**config.mk**
```make
export PLATFORM = sky130hd
export DESIGN_NAME = catch_the_light
export DESIGN_NICKNAME = d
export VERILOG_FILES = /design/src/common/light_game_pkg.sv /design/src/light_game/light_sequencer.sv /design/src/light_game/step_table.sv /design/src/verilog/bcd_score_counter.sv /design/src/verilog/catch_the_light.sv
export SDC_FILE = /design/constraint.sdc
export NUM_CORES = 1
export LEC_CHECK = 0
export ABC_AREA = 1
export ABC_CLOCK_PERIOD_IN_PS = 5900
export BUFFER_PORTS_ARGS = -buffer_cell sky130_fd_sc_hd__buf_4
export CAP_MARGIN = 15
export CORE_MARGIN = 10
export CORE_UTILIZATION = 50
export CTS_BUF_LIST = sky130_fd_sc_hd__clkbuf_8
export CTS_CLUSTER_DIAMETER = 60
export CTS_CLUSTER_SIZE = 28
export DETAILED_ROUTE_END_ITERATION = 8
export GPL_TIMING_DRIVEN = 0
export PLACE_DENSITY_LB_ADDON = 0.15
export RECOVER_POWER = 100
export SLEW_MARGIN = 10
export SYNTH_ARGS = -nofsm -noshare
export SYNTH_HDL_FRONTEND = slang
export SYNTH_SLANG_ARGS = --single-unit
```
**constraint.sdc**
```tcl
create_clock -name clk -period 5.9 [get_ports clk]
set_input_delay 0.295 -clock clk [delete_from_list [all_inputs] [get_ports clk]]
set_output_delay 0.295 -clock clk [all_outputs]
set_load 0.05 [all_outputs]
```
**src/common/light_game_pkg.sv**
```systemverilog
`default_nettype none

package light_game_pkg;

    // board size, one switch per LED
    localparam int NUM_LEDS = 16;

    // length of the step table
    localparam int NUM_STEPS = 50;

    // wide enough to hold NUM_STEPS itself, which marks the end of the game
    localparam int STEP_W = 6;

    // one bit per LED or switch
    typedef logic [NUM_LEDS-1:0] led_t;

    // step index, 0 to NUM_STEPS
    typedef logic [STEP_W-1:0] step_t;

    // single BCD digit of the score
    typedef logic [3:0] bcd_digit_t;

    // one table step. level 1 lights the LED and level 0 puts it out
    typedef struct packed {
        logic [$clog2(NUM_LEDS)-1:0] idx;
        logic                        level;
    } step_entry_t;

endpackage

`default_nettype wire

```
**src/light_game/light_sequencer.sv**
```systemverilog
`timescale 1ns/1ps
`default_nettype none

module light_sequencer (
    input  logic                  clk,
    input  logic                  rst,
    input  logic                  clk_1sec,
    input  logic                  time_up,
    input  light_game_pkg::led_t  switches,
    output light_game_pkg::led_t  led,
    output logic                  catch
);

    import light_game_pkg::*;

    step_t       step_q;
    led_t        caught_q;
    logic        finished_q;
    step_entry_t entry;
    led_t        target;
    logic        game_over;

    step_table u_step_table (
        .step  (step_q),
        .entry (entry)
    );

    // target is the caught pattern with this step's single LED change
    always_comb
    begin
        target = caught_q;
        target[entry.idx] = entry.level;
    end

    assign game_over = finished_q | time_up;

    // a catch needs active play and an exact match on all switches
    assign catch = ~game_over && (switches == target);

    always_ff @(posedge clk)
    begin
        if (rst)
        begin
            step_q     <= '0;
            caught_q   <= '0;
            finished_q <= 1'b0;
        end
        else if (catch)
        begin
            caught_q <= target;
            step_q   <= step_q + step_t'(1);
            // the last catch moves the step to NUM_STEPS and ends the game
            if (step_q == step_t'(NUM_STEPS - 1))
            begin
                finished_q <= 1'b1;
            end
        end
    end

    // blink while the game is over, all on during the low half of clk_1sec
    always_comb
    begin
        if (game_over)
        begin
            led = {NUM_LEDS{~clk_1sec}};
        end
        else
        begin
            led = target;
        end
    end

endmodule

`default_nettype wire

```
**src/light_game/step_table.sv**
```systemverilog
`timescale 1ns/1ps
`default_nettype none

module step_table (
    input  light_game_pkg::step_t       step,
    output light_game_pkg::step_entry_t entry
);

    // pure lookup with no state. Each entry gives the LED changed on that step
    always_comb
    begin
        case (step)
            6'd0:    entry = '{idx: 4'd2,  level: 1'b1};
            6'd1:    entry = '{idx: 4'd5,  level: 1'b1};
            6'd2:    entry = '{idx: 4'd8,  level: 1'b1};
            6'd3:    entry = '{idx: 4'd11, level: 1'b1};
            6'd4:    entry = '{idx: 4'd1,  level: 1'b1};
            6'd5:    entry = '{idx: 4'd3,  level: 1'b1};
            6'd6:    entry = '{idx: 4'd7,  level: 1'b1};
            6'd7:    entry = '{idx: 4'd9,  level: 1'b1};
            6'd8:    entry = '{idx: 4'd5,  level: 1'b0};
            6'd9:    entry = '{idx: 4'd11, level: 1'b0};
            6'd10:   entry = '{idx: 4'd1,  level: 1'b0};
            6'd11:   entry = '{idx: 4'd0,  level: 1'b1};
            6'd12:   entry = '{idx: 4'd4,  level: 1'b1};
            6'd13:   entry = '{idx: 4'd13, level: 1'b1};
            6'd14:   entry = '{idx: 4'd6,  level: 1'b1};
            6'd15:   entry = '{idx: 4'd8,  level: 1'b0};
            6'd16:   entry = '{idx: 4'd10, level: 1'b1};
            6'd17:   entry = '{idx: 4'd12, level: 1'b1};
            6'd18:   entry = '{idx: 4'd3,  level: 1'b0};
            6'd19:   entry = '{idx: 4'd15, level: 1'b1};
            6'd20:   entry = '{idx: 4'd7,  level: 1'b0};
            6'd21:   entry = '{idx: 4'd14, level: 1'b1};
            6'd22:   entry = '{idx: 4'd7,  level: 1'b1};
            6'd23:   entry = '{idx: 4'd4,  level: 1'b0};
            6'd24:   entry = '{idx: 4'd14, level: 1'b0};
            6'd25:   entry = '{idx: 4'd5,  level: 1'b1};
            6'd26:   entry = '{idx: 4'd1,  level: 1'b1};
            6'd27:   entry = '{idx: 4'd0,  level: 1'b0};
            6'd28:   entry = '{idx: 4'd10, level: 1'b0};
            6'd29:   entry = '{idx: 4'd9,  level: 1'b0};
            6'd30:   entry = '{idx: 4'd3,  level: 1'b1};
            6'd31:   entry = '{idx: 4'd1,  level: 1'b0};
            6'd32:   entry = '{idx: 4'd15, level: 1'b0};
            6'd33:   entry = '{idx: 4'd14, level: 1'b1};
            6'd34:   entry = '{idx: 4'd8,  level: 1'b1};
            6'd35:   entry = '{idx: 4'd2,  level: 1'b0};
            6'd36:   entry = '{idx: 4'd6,  level: 1'b0};
            6'd37:   entry = '{idx: 4'd0,  level: 1'b1};
            6'd38:   entry = '{idx: 4'd15, level: 1'b1};
            6'd39:   entry = '{idx: 4'd1,  level: 1'b1};
            6'd40:   entry = '{idx: 4'd14, level: 1'b0};
            6'd41:   entry = '{idx: 4'd2,  level: 1'b1};
            6'd42:   entry = '{idx: 4'd6,  level: 1'b1};
            6'd43:   entry = '{idx: 4'd5,  level: 1'b0};
            6'd44:   entry = '{idx: 4'd3,  level: 1'b0};
            6'd45:   entry = '{idx: 4'd7,  level: 1'b0};
            6'd46:   entry = '{idx: 4'd9,  level: 1'b1};
            6'd47:   entry = '{idx: 4'd11, level: 1'b1};
            6'd48:   entry = '{idx: 4'd13, level: 1'b0};
            6'd49:   entry = '{idx: 4'd6,  level: 1'b0};
            // past the last step the game is finished and the target is not shown
            default: entry = '{idx: 4'd0,  level: 1'b0};
        endcase
    end

endmodule

`default_nettype wire

```
**src/verilog/bcd_score_counter.sv**
```systemverilog
`timescale 1ns/1ps
`default_nettype none

module bcd_score_counter (
    input  logic                        clk,
    input  logic                        rst,
    input  logic                        catch,
    output light_game_pkg::bcd_digit_t  score_ones,
    output light_game_pkg::bcd_digit_t  score_tens
);

    logic ones_wrap;

    // ones digit rolls over on this catch
    assign ones_wrap = catch && (score_ones == 4'd9);

    always_ff @(posedge clk)
    begin
        if (rst)
        begin
            score_ones <= 4'd0;
        end
        else if (catch)
        begin
            if (ones_wrap)
            begin
                score_ones <= 4'd0;
            end
            else
            begin
                score_ones <= score_ones + 4'd1;
            end
        end
    end

    // at most 50 catches reach here, so tens never passes 5
    always_ff @(posedge clk)
    begin
        if (rst)
        begin
            score_tens <= 4'd0;
        end
        else if (ones_wrap)
        begin
            score_tens <= score_tens + 4'd1;
        end
    end

endmodule

`default_nettype wire

```
**src/verilog/catch_the_light.sv**
```systemverilog
`timescale 1ns/1ps
`default_nettype none

module catch_the_light (
    input  logic                        clk,
    input  logic                        rst,
    input  logic                        clk_1sec,
    input  logic                        time_up,
    input  light_game_pkg::led_t        switches,
    output light_game_pkg::led_t        led,
    output light_game_pkg::bcd_digit_t  score_ones,
    output light_game_pkg::bcd_digit_t  score_tens
);

    // one-cycle strobe per caught step
    logic catch;

    light_sequencer u_light_sequencer (
        .clk      (clk),
        .rst      (rst),
        .clk_1sec (clk_1sec),
        .time_up  (time_up),
        .switches (switches),
        .led      (led),
        .catch    (catch)
    );

    bcd_score_counter u_bcd_score_counter (
        .clk        (clk),
        .rst        (rst),
        .catch      (catch),
        .score_ones (score_ones),
        .score_tens (score_tens)
    );

endmodule

`default_nettype wire
```
==> After elaboration in Yosys (flattened, before gate mapping) <==
Memories as Yosys holds them, arrays and structs flattened. A register that Yosys moved wholly into a read port is not among the register bits.
Cells that the tools add are included.
{ "op_classes": {"addsub": 3, "order_cmp": 2, "eq_ne": 3, "mux": 7, "bitwise": 3, "n_reduce_logical": 4} }
{ "op_table": {"columns": ["cell", "n"], "rows": [
  ["bitwise mux 16 bit", 1],
  ["equality test 16 bit", 1],
  ["two-way mux 16 bit", 1],
  ["two-way mux 6 bit", 2],
  ["adder 4 x 1 -> 4 bit, second input constant", 2],
  ["adder 6 x 1 -> 6 bit, second input constant", 1],
  ["equality test 6 bit, second input constant", 1],
  ["< comparator 4 x 5 -> 1 bit, second input constant", 1],
  ["demux 1 bit (select 4 bit)", 1],
  ["equality test 4 bit, second input constant", 1],
  ["greater-or-equal comparator 4 x 1 -> 1 bit, second input constant", 1],
  ["two-way mux 4 bit", 1],
  ["logical AND 1 bit", 3],
  ["inverter 1 bit", 2],
  ["AND reduction 2 bit", 1],
  ["two-way mux 1 bit", 1],
  ["OR 1 bit", 1]
]} }
{ "totals": {"regBits": 31, "mem_bits_ro": 320, "input_bits": 20, "output_inout_bits": 24, "word_cells": 28, "memories": 1} }
{ "mem_list": {"columns": ["name", "words", "width", "read_ports", "rd_clocked_by_memory_dff", "write_ports", "line", "text"], "rows": [
  ["(name not given)", 64, 5, 1, 1, 0, "step_table.sv:12", "case (step)"]
]} }

==> Longest topological paths before layout <==
{ "logic_depth": {"ltp_word": 9, "mapped_depth": 25, "mapped_depth_nobuf": 25} }

==> Cells and area by module <==
A second synthesis with hierarchy kept.
{ "unflattened": {"cells_unflattened": 514, "area_unflattened_um2": 2901.5} }
{ "modules_own_cells": {"columns": ["mod", "n_inst", "cells_per_inst", "area_each_um2", "seq_area_each_um2"], "rows": [
  ["light_sequencer", 1, 331, 1851.8, 460.4],
  ["step_table", 1, 123, 613.1, 0.0],
  ["bcd_score_counter", 1, 60, 436.7, 160.2]
]} }

==> Worst setup path after synthesis <==
OpenSTA, ideal clock, no wires.
{ "synth_path": {"path_type": "reg-to-reg", "from": "register, netlist name u_light_sequencer.u_step_table.entry[0]", "to": "register, netlist name u_light_sequencer.u_step_table.entry[2]", "setup_time_ns": 0.064, "arrival_time_ns": 2.670, "t_required_ns": 5.836, "slack_ns": 3.167, "stages_incl_launch_ff": 24, "n_path_buf": 3, "synth_period_minus_slack_ns": 2.733, "cell_sequence": "dfxtp_1 buf_2 inv_2 buf_2 nand3_1 nand2_1 inv_1 nand2_1 nand3_1 nor2_4 nand3_4 buf_6 nand2_1 nand2_1 nand2_2 inv_2 ha_1 inv_1 nand3_1 nand3_1 nand2_1 nor2_1 nor2_1 nor2_1"} }
{ "synth_via": {"elab_chain_len": 5} }
{ "synth_lines": {"columns": ["item", "line", "text"], "rows": [
  ["bitwise mux 16 bit", "light_sequencer.sv:32", "target[entry.idx] = entry.level;"],
  ["equality test 16 bit", "light_sequencer.sv:38", "assign catch = ~game_over && (switches == target);"],
  ["logical AND 1 bit", "light_sequencer.sv:38", null],
  ["two-way mux 6 bit (no line) (2 in a row)", null, null]
]} }
No other way between the ends.
A chain may end at the register's enable or synchronous reset.

==> Worst setup path in the final report <==
{ "layout_path": {"from": "register, netlist name u_light_sequencer.u_step_table.entry[0]", "to": "register, netlist name u_light_sequencer.u_step_table.entry[2]"} }
{ "layout_via": {"elab_chain_len": 5} }
{ "layout_lines": {"columns": ["item", "line"], "rows": [
  ["bitwise mux 16 bit", "light_sequencer.sv:32"],
  ["equality test 16 bit", "light_sequencer.sv:38"],
  ["logical AND 1 bit", "light_sequencer.sv:38"],
  ["two-way mux 6 bit (no line) (2 in a row)", null]
]} }
No other way between the ends.

==> results by group <==
Run status
  – Outcome: completed

Power
  – Clk pwr share: 37.7%
  – Psw: 0.147 mW
  – Sequential power share: 49.2%
  – Static leakage power: 1.71 nW
  – Maximum vdd drop: 0.0000926 V
  – PwrDens: 143 mW/mm^2
  – Pint: 0.346 mW
  – Combinational fraction of design power: 13.0%
  – Sw frac: 29.8%

Clock network
  – Total CTS buffers: 5
  – CTS Buffer Depth: 2
  – Clk pin slew, worst setup/hold paths: 0.09 ns
  – Cts repair resizes: 0
  – Latest clock arrival within the worst-skew pair: 0.30 ns
  – CTS tree: yes
  – Cts hold-fix bufs: 0
  – Root Buffer: clkbuf_8
  – Sink Count: 36
  – Setup Fix Bufs, Post-CTS: 0
  – H-tree lvl count: 2

GRT
  – Initial antenna violation count: 0
  – Met1 usage: 20.2%
  – Vias in the first global route: 3145
  – Grt met3 use: 3.17%
  – Gr busiest metal: met2
  – Global route overflow: 0
  – Total GRT Usage: 17.6%
  – First-pass GRT wire length: 14600 um
  – Grt met2 use: 31.6%
  – Pin count of the biggest net entering global routing: 14

STA
  – Final Skew: 0.0131 ns
  – Setup TNS Final: 0 ns
  – Fin. Hold Viols: 0
  – Setup violations, final: 0
  – Slew @ Worst Pin: 0.710 ns
  – Period utilisation layout: 74.2%
  – Post-layout min period: 4.38 ns
  – Achievable Freq: 228 MHz
  – Slew headroom: 52.5%
  – Max Slew Vio Count: 0
  – RSZ-0062 raised after global routing: false

Synthesis
  – Synth cell count leaders: 164 x nand2_1, 69 x nand3_1, 64 x inv_1, 37 x o21ai_0, 36 x dfxtp_1
  – Syn Nets: 547
  – Fraction of registers with async set/reset: 0%
  – Post-synth EDFFs: 0
  – Synth Flop Type: dfxtp_1
  – Synthesized area: 0.00304 mm^2
  – Yosys cell types: 31
  – Cell count after synthesis: 514
  – Top-count cell post-synth: nand2_1
  – Top-area cell type share of the netlist area: 23.7%
  – Sequential share of the synthesized area: 23.7%
  – Synth area leader: dfxtp_1
  – Avg Cell Area, Syn: 5.92 um^2
  – Top cells by area, synth: dfxtp_1 24%, nand2_1 20%, nand3_1 11%
  – Yosys reg bits: 36
  – Synth warnings: 0

Setup path
  – CP max stage cell: nor2_1
  – Crit-path leading delay family: simple AND/OR/NAND/NOR gates
  – Critical path fanouts, max: 10
  – CP Class: reg2reg
  – CP Launch Type: register
  – Worst Setup End Kind: register
  – Critical Path AT: 4.62 ns
  – Worst-path cell chain: clkbuf_1, inv_1, clkbuf_1, nand3_1, nand3_1, nand2_1, nor2_1, nand2_1, nor2_1, nand3_1, buf_6, nand2_1, nand2_1, nand2_2, inv_2, ha_1, inv_1, nand3_1, nand3_1, nand2_1, nor2_1, nor2_1, nor2_1
  – Worst Path Required: 6.14 ns
  – CP Buf/Inv Count: 6
  – Largest stage delay, worst path: 0.53 ns

Final layout
  – Area grow syn2layout: 13.0%
  – Share of layout cells above drive strength 1: 10.3%
  – Fin area: 0.00344 mm^2
  – Net count, final: 597
  – Antenna cell count: 0

Detailed routing
  – Routed length per instance: 14.0 um
  – Total wire length: 8960 um
  – Antenna Nets Post-Route: 0
  – Pre-antenna DRT Iters: 5
  – Initial drt markers: 272
  – Drt drc: 0
  – Via density: 5.34
  – Routed vias: 3420

Placed design
  – # port buffers: 43
  – Final HPWL DP: 6920 um
  – Placed cell area: 0.00346 mm^2
  – Placer Congestion: 0.920

Floorplanning
  – Cell Rows: 28
  – Io pins: 44
  – Die X: 98.0 um
  – Core area: 0.00592 mm^2
  – Die area: 0.00961 mm^2
  – Die H: 98.0 um
  – Initial core utilization: 51.4%

Min path
  – Worst hold path class: in2reg

Run
  – Max_cap viols: 0
-- power by group through the flow --
| stage | Combinational (mW) | Clock (mW) | Sequential [mW] |
|---|---|---|---|
| final | 0.0642 | 0.186 | 0.243 |
| after global routing | 0.0692 | 0.197 | 0.243 |
| after CTS | 0.0679 | 0.187 | 0.243 |
| after detailed placement | 0.0677 | 0 | 0.248 |
| after global placement | 0.0672 | 0 | 0.248 |
| after floorplan | 0.0407 | 0 | 0.248 |
-- state kept, by name (all words and copies together) (netlist names) --
name	flops
u_bcd_score_counter.score_ones	4
u_bcd_score_counter.score_tens	4
u_light_sequencer.caught_q	16
u_light_sequencer.finished_q	1
u_light_sequencer.step_q	6
u_light_sequencer.u_step_table.entry	5
-- final cells by class --
| cell class | count | area, um^2 |
|---|---|---|
| Buffer | 16 | 77.6 |
| Clock buffer | 5 | 68.8 |
| Clock inverter | 3 | 23.8 |
| Fill cell | 628 | 2480 |
| Inverter | 71 | 267 |
| Multi-Input combinational cell | 391 | 1930 |
| Sequential cell | 36 | 721 |
| Tap cell | 75 | 93.8 |
| Timing Repair Buffer | 43 | 255 |
-- cell families after synthesis --
logic type                 synth area share [%]
and+or+nand+nor                            45.4
buffers and inverters                      11.5
xor gates and xnor gates                   1.73
DFF                                        23.7
AOI/OAI and AO/OA                          12.4
adders and majority gates                  5.35
-- metrics by stage --
stage / utilization (%) / instances / hold WS, ns / total power [mW] / setup WS (ns)
CTS: 60.0 / 640 / 0.207 / 0.498 / 2.54
global route: 58.1 / 640 / 0.221 / 0.509 / 1.10
detailed placement: 58.4 / 632 / 0.462 / 0.316 / 2.56
finish: 58.1 / 640 / 0.208 / 0.493 / 1.52
global placement: 58.4 / 632 / 0.446 / 0.316 / 2.62
floorplan: - / 514 / 0.367 / 0.289 / 3.17
-- path summary, 6_finish.rpt --
check,start,to,slack [ns],cells past startpoint
setup reg to reg,u_light_sequencer.u_step_table.entry[0],u_light_sequencer.u_step_table.entry[2],1.52,23
hold reg to reg,u_light_sequencer.caught_q[6],u_light_sequencer.caught_q[6],0.47,2
hold / removal,rst,u_bcd_score_counter.score_ones[0],0.21,2
setup / recovery,u_light_sequencer.u_step_table.entry[0],u_light_sequencer.u_step_table.entry[2],1.52,23
-- layout by cell type, fill, tap and decap left out, drive strengths merged, types with 4 or more instances in the layout --
master  synthesis  layout
clkbuf          3      30
dfxtp          36      36
buf            13      34
nand4          10      10
ha             13      13
nand3b          6       6
nor3            4       4
nor2           35      35
inv            71      71
nand3          72      72
xor2            6       6
nand2         170     170
a21oi          26      26
o21ai          43      43
-- routing by layer --
metal / part of all wire [%] / up-vias
met5: 0 / -
met4: 2.2 / 0
met3: 5.7 / 23
met2: 49 / 119
met1: 43 / 1525
li1: - / 1753
Power figures use the tool's default switching activity.
